File: src/common/read_settings.svh
/*
 * read pipeline settings
 * chunk shape, array placement in DRAM and bus widths
 */
`ifndef READ_SETTINGS_SVH
`define READ_SETTINGS_SVH

// chunk shape
`define RP_CSIZE 4
`define RP_CROWS 4
`define RP_NSLOT 4

// bus widths
`define RP_DBW 16
`define RP_GBW 16
`define RP_OFS_BW 4

// array layout, in DRAM lines
`define RP_PITCH 8
`define RP_BASE 64

`endif

File: src/common/read_pkg.sv
/*
 * read pipeline types
 * words, DRAM lines, line addresses and the commands passed between
 * the issue, fill and read blocks
 */
`include "read_settings.svh"

package read_pkg;

	//==============================
	// data
	//==============================
	typedef logic [`RP_DBW-1:0] word_t;

	// one DRAM line, also one output vector
	typedef word_t [`RP_CSIZE-1:0] line_t;

	typedef logic [`RP_GBW-1:0] gaddr_t;

	//==============================
	// buffer indices
	//==============================
	typedef logic [$clog2(`RP_NSLOT)-1:0] slot_t;
	typedef logic [$clog2(`RP_CROWS)-1:0] row_t;

	// row write into the chunk buffer
	typedef struct packed {
		slot_t slot;
		row_t  row;
	} wcmd_t;

	// chunk handed from head to address looper
	typedef struct packed {
		gaddr_t base;
		slot_t  slot;
	} chunk_req_t;

endpackage

File: src/common/rdyack_if.sv
/*
 * rdy/ack handshake
 * source holds rdy and data until the cycle where ack is also high
 */
`timescale 1ns/1ps

interface rdyack_if #(
	parameter type T = logic
);

	logic rdy;
	logic ack;
	T     data;

	modport src (output rdy, output data, input ack);
	modport dst (input rdy, input data, output ack);

endinterface

File: src/chunk_issue/chunk_head.sv
/*
 * chunk head
 * takes block requests, reserves a buffer slot and computes the DRAM
 * line address of the first chunk row
 */
`timescale 1ns/1ps
`include "read_settings.svh"

module chunk_head
	import read_pkg::*;
(
	input  logic                  i_clk,
	input  logic                  i_rst,
	input  logic                  i_bofs_rdy,
	output logic                  o_bofs_ack,
	input  logic [`RP_OFS_BW-1:0] i_bofs_row,
	input  logic [`RP_OFS_BW-1:0] i_bofs_col,
	input  logic                  i_avail,
	output logic                  o_grant,
	input  slot_t                 i_slot,
	rdyack_if.src                 chunk_if
);

logic       req_rdy;
chunk_req_t req_q;
gaddr_t     base_addr;
logic       req_free;
logic       accept;

//==============================
// request accept
//==============================
// held request empty or leaving this cycle
assign req_free = !req_rdy || chunk_if.ack;
assign accept = i_bofs_rdy && i_avail && req_free;
assign o_bofs_ack = accept;
assign o_grant = accept;

// row-major line address of the chunk origin
assign base_addr = gaddr_t'(`RP_BASE + i_bofs_row * `RP_PITCH + i_bofs_col);

//==============================
// held chunk request
//==============================
always_ff @(posedge i_clk or negedge i_rst) begin
	if (!i_rst) begin
		req_rdy <= 1'b0;
	end else if (accept) begin
		req_rdy <= 1'b1;
	end else if (req_rdy && chunk_if.ack) begin
		req_rdy <= 1'b0;
	end
end

always_ff @(posedge i_clk) begin
	if (accept) begin
		req_q.base <= base_addr;
		req_q.slot <= i_slot;
	end
end

assign chunk_if.rdy = req_rdy;
assign chunk_if.data = req_q;

endmodule

File: src/chunk_issue/chunk_addr_looper.sv
/*
 * chunk address looper
 * walks the rows of a chunk, issuing one DRAM read per row and queueing
 * the matching buffer write command for the collector
 */
`timescale 1ns/1ps
`include "read_settings.svh"

module chunk_addr_looper
	import read_pkg::*;
(
	input  logic   i_clk,
	input  logic   i_rst,
	rdyack_if.dst  chunk_if,
	output logic   o_dramra_rdy,
	input  logic   i_dramra_ack,
	output gaddr_t o_dramra,
	rdyack_if.src  wcmd_if
);

localparam int QBW = $clog2(`RP_CROWS);

logic   busy;
gaddr_t cur_base;
slot_t  cur_slot;
row_t   cur_row;
logic   issue;
logic   pop;

wcmd_t          q_mem [`RP_CROWS];
logic [QBW-1:0] q_wp;
logic [QBW-1:0] q_rp;
logic [QBW:0]   q_cnt;

//==============================
// row walk
//==============================
assign chunk_if.ack = chunk_if.rdy && !busy;

// stall while the command queue is full
assign o_dramra_rdy = busy && (q_cnt != (QBW+1)'(`RP_CROWS));
assign issue = o_dramra_rdy && i_dramra_ack;
assign o_dramra = gaddr_t'(cur_base + cur_row * `RP_PITCH);

always_ff @(posedge i_clk or negedge i_rst) begin
	if (!i_rst) begin
		busy <= 1'b0;
		cur_row <= '0;
	end else if (chunk_if.ack) begin
		busy <= 1'b1;
		cur_row <= '0;
	end else if (issue) begin
		cur_row <= cur_row + 1'b1;
		if (cur_row == row_t'(`RP_CROWS - 1)) begin
			busy <= 1'b0;
		end
	end
end

always_ff @(posedge i_clk) begin
	if (chunk_if.ack) begin
		cur_base <= chunk_if.data.base;
		cur_slot <= chunk_if.data.slot;
	end
end

//==============================
// command queue
//==============================
assign wcmd_if.rdy = q_cnt != '0;
assign wcmd_if.data = q_mem[q_rp];
assign pop = wcmd_if.rdy && wcmd_if.ack;

always_ff @(posedge i_clk) begin
	if (issue) begin
		q_mem[q_wp] <= '{slot: cur_slot, row: cur_row};
	end
end

always_ff @(posedge i_clk or negedge i_rst) begin
	if (!i_rst) begin
		q_wp <= '0;
		q_rp <= '0;
		q_cnt <= '0;
	end else begin
		if (issue) begin
			q_wp <= q_wp + 1'b1;
		end
		if (pop) begin
			q_rp <= q_rp + 1'b1;
		end
		case ({issue, pop})
			2'b10: q_cnt <= q_cnt + 1'b1;
			2'b01: q_cnt <= q_cnt - 1'b1;
			default: q_cnt <= q_cnt;
		endcase
	end
end

endmodule

File: src/chunk_allocator.sv
/*
 * chunk allocator
 * circular free list of buffer slots, handing out ids on grant and
 * taking them back when the reader is done
 */
`timescale 1ns/1ps
`include "read_settings.svh"

module chunk_allocator
	import read_pkg::*;
(
	input  logic  i_clk,
	input  logic  i_rst,
	input  logic  i_grant,
	output slot_t o_slot,
	output logic  o_avail,
	rdyack_if.dst free_if
);

localparam int CBW = $clog2(`RP_NSLOT + 1);

slot_t          free_list [`RP_NSLOT];
slot_t          head;
slot_t          tail;
logic [CBW-1:0] used;
logic           put;

// returned slots are always accepted
assign free_if.ack = 1'b1;
assign put = free_if.rdy && free_if.ack;

assign o_slot = free_list[head];
assign o_avail = used != CBW'(`RP_NSLOT);

always_ff @(posedge i_clk or negedge i_rst) begin
	if (!i_rst) begin
		// every slot starts free, in id order
		for (int i = 0; i < `RP_NSLOT; i++) begin
			free_list[i] <= slot_t'(i);
		end
		head <= '0;
		tail <= '0;
		used <= '0;
	end else begin
		if (i_grant) begin
			head <= head + 1'b1;
		end
		if (put) begin
			free_list[tail] <= free_if.data;
			tail <= tail + 1'b1;
		end
		case ({i_grant, put})
			2'b10: used <= used + 1'b1;
			2'b01: used <= used - 1'b1;
			default: used <= used;
		endcase
	end
end

endmodule

File: src/sram_write_collector.sv
/*
 * SRAM write collector
 * pairs returning DRAM lines with queued write commands and writes each
 * line into its buffer slot with the words XOR-swizzled across banks
 */
`timescale 1ns/1ps
`include "read_settings.svh"

module sram_write_collector
	import read_pkg::*;
(
	input  logic  i_clk,
	input  logic  i_rst,
	rdyack_if.dst wcmd_if,
	input  logic  i_dramrd_rdy,
	output logic  o_dramrd_ack,
	input  line_t i_dramrd,
	output logic  o_wen,
	output slot_t o_wslot,
	output row_t  o_wrow,
	output line_t o_wline,
	output logic  o_done,
	output slot_t o_done_slot
);

localparam int BANK_BW = $clog2(`RP_CSIZE);

logic  cmd_vld;
wcmd_t cmd;
logic  xfer;
logic  load;

//==============================
// command hold
//==============================
// DRAM data is only taken against a held command
assign o_dramrd_ack = cmd_vld;
assign xfer = i_dramrd_rdy && cmd_vld;

// next command may enter as the current one retires
assign wcmd_if.ack = wcmd_if.rdy && (!cmd_vld || xfer);
assign load = wcmd_if.rdy && wcmd_if.ack;

always_ff @(posedge i_clk or negedge i_rst) begin
	if (!i_rst) begin
		cmd_vld <= 1'b0;
	end else if (load) begin
		cmd_vld <= 1'b1;
	end else if (xfer) begin
		cmd_vld <= 1'b0;
	end
end

always_ff @(posedge i_clk) begin
	if (load) begin
		cmd <= wcmd_if.data;
	end
end

//==============================
// swizzle and write
//==============================
// word w lands in bank w xor row
always_comb begin : swizzle
	logic [BANK_BW-1:0] bank;
	o_wline = '0;
	for (int w = 0; w < `RP_CSIZE; w++) begin
		bank = BANK_BW'(w) ^ BANK_BW'(cmd.row);
		o_wline[bank] = i_dramrd[w];
	end
end

assign o_wen = xfer;
assign o_wslot = cmd.slot;
assign o_wrow = cmd.row;

// last row of the chunk completes the slot
assign o_done = xfer && (cmd.row == row_t'(`RP_CROWS - 1));
assign o_done_slot = cmd.slot;

endmodule

File: src/remap_reader.sv
/*
 * remap reader
 * owns the banked chunk buffer, serves finished chunks one row per
 * transfer in completion order, and returns each slot after its last row
 */
`timescale 1ns/1ps
`include "read_settings.svh"

module remap_reader
	import read_pkg::*;
(
	input  logic  i_clk,
	input  logic  i_rst,
	input  logic  i_wen,
	input  slot_t i_wslot,
	input  row_t  i_wrow,
	input  line_t i_wline,
	input  logic  i_done,
	input  slot_t i_done_slot,
	output logic  o_sramrd_rdy,
	input  logic  i_sramrd_ack,
	output line_t o_sramrd,
	output logic  o_sramrd_last,
	rdyack_if.src free_if
);

localparam int BANK_BW = $clog2(`RP_CSIZE);
localparam int DEPTH = `RP_NSLOT * `RP_CROWS;
localparam int ABW = $clog2(DEPTH);
localparam int QBW = $clog2(`RP_NSLOT);

word_t          bank_mem [`RP_CSIZE][DEPTH];
logic [ABW-1:0] waddr;
logic [ABW-1:0] raddr;
slot_t          dq_mem [`RP_NSLOT];
logic [QBW-1:0] dq_wp;
logic [QBW-1:0] dq_rp;
logic [QBW:0]   dq_cnt;
slot_t          rd_slot;
row_t           rd_row;
logic           rd_xfer;
logic           rd_end;
logic           free_rdy;
slot_t          free_slot;

//==============================
// banked buffer
//==============================
assign waddr = ABW'({i_wslot, i_wrow});

always_ff @(posedge i_clk) begin
	if (i_wen) begin
		for (int b = 0; b < `RP_CSIZE; b++) begin
			bank_mem[b][waddr] <= i_wline[b];
		end
	end
end

// undo the write swizzle, back to word order
always_comb begin : unswizzle
	logic [BANK_BW-1:0] bank;
	for (int w = 0; w < `RP_CSIZE; w++) begin
		bank = BANK_BW'(w) ^ BANK_BW'(rd_row);
		o_sramrd[w] = bank_mem[bank][raddr];
	end
end

//==============================
// done queue and row walk
//==============================
assign rd_slot = dq_mem[dq_rp];
assign raddr = ABW'({rd_slot, rd_row});
assign o_sramrd_rdy = dq_cnt != '0;
assign o_sramrd_last = rd_row == row_t'(`RP_CROWS - 1);
assign rd_xfer = o_sramrd_rdy && i_sramrd_ack;
assign rd_end = rd_xfer && o_sramrd_last;

always_ff @(posedge i_clk) begin
	if (i_done) begin
		dq_mem[dq_wp] <= i_done_slot;
	end
end

always_ff @(posedge i_clk or negedge i_rst) begin
	if (!i_rst) begin
		dq_wp <= '0;
		dq_rp <= '0;
		dq_cnt <= '0;
		rd_row <= '0;
	end else begin
		if (i_done) begin
			dq_wp <= dq_wp + 1'b1;
		end
		if (rd_xfer) begin
			rd_row <= o_sramrd_last ? '0 : rd_row + 1'b1;
		end
		if (rd_end) begin
			dq_rp <= dq_rp + 1'b1;
		end
		case ({i_done, rd_end})
			2'b10: dq_cnt <= dq_cnt + 1'b1;
			2'b01: dq_cnt <= dq_cnt - 1'b1;
			default: dq_cnt <= dq_cnt;
		endcase
	end
end

//==============================
// slot return
//==============================
always_ff @(posedge i_clk or negedge i_rst) begin
	if (!i_rst) begin
		free_rdy <= 1'b0;
	end else if (rd_end) begin
		free_rdy <= 1'b1;
	end else if (free_if.ack) begin
		free_rdy <= 1'b0;
	end
end

always_ff @(posedge i_clk) begin
	if (rd_end) begin
		free_slot <= rd_slot;
	end
end

assign free_if.rdy = free_rdy;
assign free_if.data = free_slot;

endmodule

File: src/read_pipeline.sv
/*
 * read pipeline top
 * block requests in, DRAM reads out and back, chunk rows out as vectors
 */
`timescale 1ns/1ps
`include "read_settings.svh"

module read_pipeline
	import read_pkg::*;
(
	input  logic                  i_clk,
	input  logic                  i_rst,
	input  logic                  i_bofs_rdy,
	output logic                  o_bofs_ack,
	input  logic [`RP_OFS_BW-1:0] i_bofs_row,
	input  logic [`RP_OFS_BW-1:0] i_bofs_col,
	output logic                  o_dramra_rdy,
	input  logic                  i_dramra_ack,
	output gaddr_t                o_dramra,
	input  logic                  i_dramrd_rdy,
	output logic                  o_dramrd_ack,
	input  line_t                 i_dramrd,
	output logic                  o_sramrd_rdy,
	input  logic                  i_sramrd_ack,
	output line_t                 o_sramrd,
	output logic                  o_sramrd_last
);

logic  grant;
logic  avail;
slot_t alloc_slot;
logic  wen;
slot_t wslot;
row_t  wrow;
line_t wline;
logic  done;
slot_t done_slot;

rdyack_if #(.T(chunk_req_t)) chunk_if ();
rdyack_if #(.T(wcmd_t))      wcmd_if ();
rdyack_if #(.T(slot_t))      free_if ();

//==============================
// chunk issue
//==============================
chunk_head u_chunk_head (
	.i_clk      (i_clk),
	.i_rst      (i_rst),
	.i_bofs_rdy (i_bofs_rdy),
	.o_bofs_ack (o_bofs_ack),
	.i_bofs_row (i_bofs_row),
	.i_bofs_col (i_bofs_col),
	.i_avail    (avail),
	.o_grant    (grant),
	.i_slot     (alloc_slot),
	.chunk_if   (chunk_if.src)
);

chunk_addr_looper u_chunk_addr_looper (
	.i_clk        (i_clk),
	.i_rst        (i_rst),
	.chunk_if     (chunk_if.dst),
	.o_dramra_rdy (o_dramra_rdy),
	.i_dramra_ack (i_dramra_ack),
	.o_dramra     (o_dramra),
	.wcmd_if      (wcmd_if.src)
);

//==============================
// buffer fill
//==============================
chunk_allocator u_chunk_allocator (
	.i_clk   (i_clk),
	.i_rst   (i_rst),
	.i_grant (grant),
	.o_slot  (alloc_slot),
	.o_avail (avail),
	.free_if (free_if.dst)
);

sram_write_collector u_sram_write_collector (
	.i_clk        (i_clk),
	.i_rst        (i_rst),
	.wcmd_if      (wcmd_if.dst),
	.i_dramrd_rdy (i_dramrd_rdy),
	.o_dramrd_ack (o_dramrd_ack),
	.i_dramrd     (i_dramrd),
	.o_wen        (wen),
	.o_wslot      (wslot),
	.o_wrow       (wrow),
	.o_wline      (wline),
	.o_done       (done),
	.o_done_slot  (done_slot)
);

//==============================
// buffer read
//==============================
remap_reader u_remap_reader (
	.i_clk         (i_clk),
	.i_rst         (i_rst),
	.i_wen         (wen),
	.i_wslot       (wslot),
	.i_wrow        (wrow),
	.i_wline       (wline),
	.i_done        (done),
	.i_done_slot   (done_slot),
	.o_sramrd_rdy  (o_sramrd_rdy),
	.i_sramrd_ack  (i_sramrd_ack),
	.o_sramrd      (o_sramrd),
	.o_sramrd_last (o_sramrd_last),
	.free_if       (free_if.src)
);

endmodule

File: config.mk
export PLATFORM = sky130hd
export DESIGN_NAME = read_pipeline
export DESIGN_NICKNAME = d
export VERILOG_FILES = /design/src/common/read_pkg.sv /design/src/common/rdyack_if.sv /design/src/chunk_issue/chunk_head.sv /design/src/chunk_issue/chunk_addr_looper.sv /design/src/chunk_allocator.sv /design/src/sram_write_collector.sv /design/src/remap_reader.sv /design/src/read_pipeline.sv
export VERILOG_INCLUDE_DIRS = /design/src /design/src/common
export SDC_FILE = /design/constraint.sdc
export NUM_CORES = 1
export LEC_CHECK = 0
export ABC_CLOCK_PERIOD_IN_PS = 6240
export BUFFER_PORTS_ARGS = -buffer_cell sky130_fd_sc_hd__buf_2
export CAP_MARGIN = 20
export CORE_MARGIN = 2
export CORE_UTILIZATION = 56
export CTS_CLUSTER_SIZE = 25
export DETAILED_ROUTE_END_ITERATION = 10
export PLACE_DENSITY = 0.76
export SYNTH_ARGS = -nofsm -noshare
export SYNTH_HDL_FRONTEND = slang
export SYNTH_SLANG_ARGS = --single-unit
File: constraint.sdc
create_clock -name i_clk -period 6.24 [get_ports i_clk]
set_input_delay 0.936 -clock i_clk [delete_from_list [all_inputs] [get_ports i_clk]]
set_output_delay 0.936 -clock i_clk [all_outputs]
set_load 0.005 [all_outputs]
==> results of run 1 <==
-- final timing paths --
| kind | from | endpoint | slack (ns) |
|---|---|---|---|
| worst max-delay path | u_remap_reader.dq_rp[0] | o_sramrd[8] | 1.80 |
| worst min-delay path | i_rst | u_chunk_allocator.used[2] | 0.37 |
| worst max register to register | u_remap_reader.rd_row[0] | u_remap_reader.dq_cnt[2] | 2.65 |
| worst min register to register | u_chunk_head.chunk_if.data[9] | u_chunk_addr_looper.cur_base[7] | 0.42 |
| max in group asynchronous | i_rst | u_remap_reader.rd_row[0] | 5.24 |
| min in group i_clk | u_chunk_head.chunk_if.data[9] | u_chunk_addr_looper.cur_base[7] | 0.42 |
-- power by group through the flow --
stage          sequential, W  clock, W  combinational [W]
2_1_floorplan         0.0107         0            0.00561
3_3_place_gp          0.0108         0            0.00803
3_5_place_dp          0.0109         0            0.00817
4_1_cts               0.0107   0.00632            0.00824
5_1_grt               0.0108   0.00659            0.00870
6_report              0.0107   0.00624            0.00812
-- stage by stage --
step	hold slack, ns	cell area, µm²	setup slack, ns
6_report	0.365	49800	1.80
5_1_grt	0.434	49700	1.60
4_1_cts	0.369	49700	1.75
3_5_place_dp	0.408	46400	2.51
3_3_place_gp	0.400	46400	2.53
2_1_floorplan	0.400	44300	0.0849
-- cells by family after synthesis --
family / synth area share (%)
AO/OA/AOI/OAI: 0.113
adder cells (fa/ha/maj): 0.774
XOR/XNOR: 0.455
flip-flops: 74.9
multiplexers: 21.4
other: 0.00846
AND/OR/NAND/NOR: 0.771
buffers and inverters: 1.57
-- flip-flops by register name, indices dropped and copies added, names as in the netlist, 3 cells and up --
register,cells
u_chunk_head.chunk_if.data,10
u_remap_reader.dq_mem,8
u_remap_reader.bank_mem,1024
u_chunk_allocator.used,3
u_chunk_addr_looper.q_cnt,3
u_chunk_addr_looper.q_mem,16
u_remap_reader.dq_cnt,3
u_chunk_allocator.free_list,8
u_chunk_addr_looper.cur_base,8
-- per-layer routing --
layer  vias to the layer above  share of wire (%)  routed length [µm]
met5                         -              0.063                  61
met4                        10                2.3                2240
met3                       153                8.8                8580
met2                      1085                 51               49300
met1                     11046                 38               37400
li1                       8451                  -                   -
-- worst max-delay path: cells and delay by family, from the launching register on --
kind,cells,cell delay [ns]
mux,3,1.73
buf+inv,2,0.64
flops,1,0.43
-- cell type report --
class,count,area share (%)
clock inverters,61,1.24
clock buffers,125,5.52
diodes,11,0.0553
well taps,1050,2.64
inverters,18,0.136
flip-flops and latches,1111,66.7
repair buffers,201,2.45
multi-input cells,668,21.2
-- cells in the mapped netlist, types with 12 or more instances --
cell type	instances
nor2_1	22
buf_6	14
nand2_1	12
clkbuf_1	31
mux2i_1	195
mux4_2	327
dfrtp_1	33
inv_1	17
xor2_1	12
buf_2	52
edfxtp_1	1074
ha_1	21
==> results.yml, run 1 <==
clock_network:
  cts_tree: "done"
  cts_sinks: 1111
  ctsResizeCount: 0
  clk_latency_ns: 0.68
  cts_setup_buffers: 0
  cts_buffers: 106
  h-tree-depth: 3
  cts_hold_buf: 0
  root_buffer: "clkbuf_16"
  clk_pin_slew_ns: 0.06
  clock_path_buffers: 3
timing:
  setup-tns-final_ns: 0
  max_freq_ghz: 0.225
  maxSlewViolCount: 0
  rsz0062_at_grt: "false"
  hold_viol: 0
  finalCritPeriodShare_pct: 71.1
  timing.max_slew.rel_slack_pct: 30.3
  tightest_slew_ns: 1.05
  fin_skew_ns: 0.0313
  setup_viol: 0
  final.min_clock_period_ns: 4.44
final_layout:
  layoutNonFillerInstCount: 3245
  layout_common_cells: "edfxtp_1, mux4_2, mux2i_1"
  n_fill_cell: 5187
  seq_area_um2: 33200
  utilization_pct: 63.3
  final_nets: 2209
  final_common_cell: "edfxtp_1"
  multiInputGateArea_um2: 10600
  drive_above_1_share_pct: 32.1
  area_growth_pct: 12.3
global_routing:
  grt_max_degree: 101
  globalRouteOverflowTotal: 0
  grt_pass1_vias: 22038
  grt_busiest_layer: "met2"
  grt_usage_pct: 24.4
  met1_usage_pct: 34.1
  antenna_found_initial: 14
  use_met3_pct: 4.51
  use_met2_pct: 40.0
  grt_pass1_wl_mm: 145
critical_path:
  start_kind: "flop"
  path_cells: "mux4_4, buf_4, mux2i_1, mux2i_1, buf_2"
  critPathMaxStageDelay_ns: 1.06
  crit_path_end_kind: "primary output"
  critPathKind: "reg -> out"
  rr_worst_depth: 9
  cpMostUsedCell: "mux2i_1"
  slowest_stage: "mux4_4"
  path_max_fanout: 36
  required_ns: 5.30
  cp.arrival_ns: 3.50
power:
  power_w: 0.0251
  p_leak_nw: 16.5
  power_switching_w: 0.00790
  power.internal_w: 0.0172
  pwr-share-seq_pct: 42.8
  ir_worst_vdd_mv: 0.327
  power_density_nw_per_um2: 505
  pwr-share-clk_pct: 24.9
  pwr-share-comb_pct: 32.3
  swShare_pct: 31.5
job:
  maxCapViolations: 0
die:
  die_h_um: 285
  core_um2: 78600
  dieArea_um2: 81400
  start_util_pct: 56.4
  num_rows: 103
  ios: 163
  die_w_um: 285
logic_synthesis:
  synth_edf_count: 1074
  avgSynthCellArea_um2: 23.3
  ys_ff_latch: 1111
  ys_seq_area_share_pct: 74.9
  ys.warnings.count: 0
  synthCells: 1902
  async_flop_share_pct: 3.33
  synthFlopType: "edfxtp_1"
  yosysUniqueCellTypes: 37
  synth_area_um2: 44300
  yosysTopAreaCellShare_pct: 72.8
  netlist_top_cells_area: "edfxtp_1, mux4_2, mux2i_1"
  synth_area_leader_cell: "edfxtp_1"
detailed_routing:
  via_count: 20745
  dr.pass1.iters: 5
  wire_per_inst_um: 30.1
  drcViolationCount: 0
  wirelength_mm: 97.5
  antenna_left: 0
  drt_iter0_drc: 2396
  routed_via_density: 6.39
outcome:
  status: "finished, final reports clean"
min_path:
  holdCritPathClass: "in -> async"
placed_design:
  finalWeightedCongestion: 0.748
  dp.cells: 3047
  dpl.hpwl_mm: 49.9
  io_buffers: 155
Power figures use the tool's default switching activity.
==> run 2: changes to the inputs <==
--- a/config.mk
+++ b/config.mk
@@ -6,7 +6,7 @@
 export SDC_FILE = /design/constraint.sdc
 export NUM_CORES = 1
 export LEC_CHECK = 0
-export ABC_CLOCK_PERIOD_IN_PS = 6240
+export ABC_CLOCK_PERIOD_IN_PS = 3700
 export BUFFER_PORTS_ARGS = -buffer_cell sky130_fd_sc_hd__buf_2
 export CAP_MARGIN = 20
 export CORE_MARGIN = 2
==> constraint.sdc (replaced) <==
create_clock -name i_clk -period 3.7 [get_ports i_clk]
set_input_delay 0.555 -clock i_clk [delete_from_list [all_inputs] [get_ports i_clk]]
set_output_delay 0.555 -clock i_clk [all_outputs]
set_load 0.005 [all_outputs]
==> run 2 against run 1 <==
Effect of this change:
- sequential power rose by 68%
- design area up 1.5%
- critical endpoint is now o_sramrd[55]
- die area did not move
- flip-flop and latch count stayed put
==> results.yml, run 2 (synthesized netlist as in run 1, its figures left out) <==
die:
  core_um2: 78600
  ios: 163
  num_rows: 103
  dieArea_um2: 81400
  die_h_um: 285
  die_w_um: 285
  start_util_pct: 56.4
clock_network:
  cts_tree: "done"
  clk_latency_ns: 0.66
  cts_sinks: 1111
  clock_path_buffers: 3
  cts_buffers: 108
  root_buffer: "clkbuf_16"
  h-tree-depth: 3
  clk_pin_slew_ns: 0.06
  cts_hold_buf: 0
final_layout:
  final_common_cell: "edfxtp_1"
  drive_above_1_share_pct: 33.2
  utilization_pct: 64.2
  layout_common_cells: "edfxtp_1, mux4_2, mux2i_1"
  top_register: "u_remap_reader.bank_mem"
  largest_reg_flops: 1024
  area_growth_pct: 13.9
  final_nets: 2238
  layoutNonFillerInstCount: 3277
detailed_routing:
  wirelength_mm: 101
  drcViolationCount: 0
  dr.pass1.iters: 5
  drt_iter0_drc: 2286
  routed_via_density: 6.48
  via_count: 21230
  antenna_left: 0
  wire_per_inst_um: 30.7
placed_design:
  pre_cts_ws_ns: 0.722
  dpl.hpwl_mm: 51.4
  io_buffers: 155
  dp.cells: 3069
  finalWeightedCongestion: 0.752
critical_path:
  crit_path_end_kind: "primary output"
  cp.arrival_ns: 3.01
  required_ns: 3.14
  path_cells: "mux4_4, buf_12, buf_4, mux2i_1, mux2i_1, buf_2"
  slowest_stage: "mux4_4"
  critPathMaxStageDelay_ns: 0.84
  critPathKind: "reg -> out"
  path_max_fanout: 33
  start_kind: "flop"
  cpMostUsedCell: "mux2i_1"
timing:
  final.min_clock_period_ns: 3.57
  finalCritPeriodShare_pct: 96.4
  timing.max_slew.rel_slack_pct: 35.9
  rsz0062_at_grt: "false"
  tightest_slew_ns: 0.959
  fin_ws_ns: 0.133
  fin_skew_ns: 0.0153
  max_freq_ghz: 0.280
  setup-tns-final_ns: 0
  setup_viol: 0
  maxSlewViolCount: 0
  hold_viol: 0
global_routing:
  globalRouteOverflowTotal: 0
  grt_usage_pct: 25.0
  antenna_found_initial: 16
  grt_max_degree: 65
  grt_pass1_wl_mm: 149
  grt_pass1_vias: 22717
power:
  power_switching_w: 0.0136
  power.internal_w: 0.0298
  power_w: 0.0434
  pwr-share-seq_pct: 41.6
  ir_worst_vdd_mv: 0.527
  power_density_nw_per_um2: 860
  pwr-share-clk_pct: 25.1
  pwr-share-comb_pct: 33.4
  swShare_pct: 31.3
  p_leak_nw: 16.8
min_path:
  holdCritPathClass: "in -> async"
job:
  maxCapViolations: 0
outcome:
  status: "finished, final reports clean"
[run 2: power by group through the flow]
| stage | combinational [W] | clock, W | sequential [W] |
|---|---|---|---|
| 2_1_floorplan | 0.00947 | 0 | 0.0180 |
| 3_3_place_gp | 0.0141 | 0 | 0.0182 |
| 3_5_place_dp | 0.0144 | 0 | 0.0183 |
| 4_1_cts | 0.0146 | 0.0110 | 0.0181 |
| 5_1_grt | 0.0154 | 0.0115 | 0.0182 |
| 6_report | 0.0145 | 0.0109 | 0.0180 |
[run 2: worst max-delay path: cells and delay by family (launching register included)]
kind     cells  cell delay (ns)
flops        1             0.44
mux          3             1.20
buf+inv      3             0.69
[run 2: final timing paths]
check	slack [ns]	cells past startpoint	startpoint	to
min reg2reg	0.42	0	u_chunk_head.chunk_if.data[4]	u_chunk_addr_looper.cur_base[2]
max in group asynchronous	3.02	1	i_rst	u_remap_reader.rd_row[0]
min	0.03	1	i_rst	u_chunk_allocator.tail[1]
min in group i_clk	0.08	1	i_bofs_col[1]	u_chunk_head.chunk_if.data[3]
max reg2reg	0.87	9	u_remap_reader.rd_row[0]	u_remap_reader.dq_cnt[2]
max	0.13	6	u_remap_reader.dq_rp[0]	o_sramrd[55]
[run 2: what timing repair did]
action,CTS,global route
gates resized for setup,0,0
endpoints found under the setup margin,0,7
setup buffers,0,5
[run 2: final cells by class]
cell class              instances  area, µm²
diodes                          8       20.0
clock buffers                 132       2850
clock inverters                62        634
fillers                      5001      28100
inverters                      18       67.6
multi-input cells             668      10600
flip-flops and latches       1111      33200
well taps                    1050       1310
repair buffers                228       1810
[run 2: metal layers]
metal  vias to the layer above  track usage, %  wire length (µm)
met5                         -               0               116
met4                        18            7.15              2420
met3                       182            5.21              9190
met2                      1144            40.6             50200
met1                     11351            34.8             38700
li1                       8535               -                 -
[run 2: metrics by stage]
stage                     hold slack, ns  instance area, µm²
final                             0.0348               50500
after floorplan                    0.259               44300
after detailed placement           0.409               46900
after global placement             0.400               46900
after CTS                         0.0240               50400
after global routing              0.0614               50500
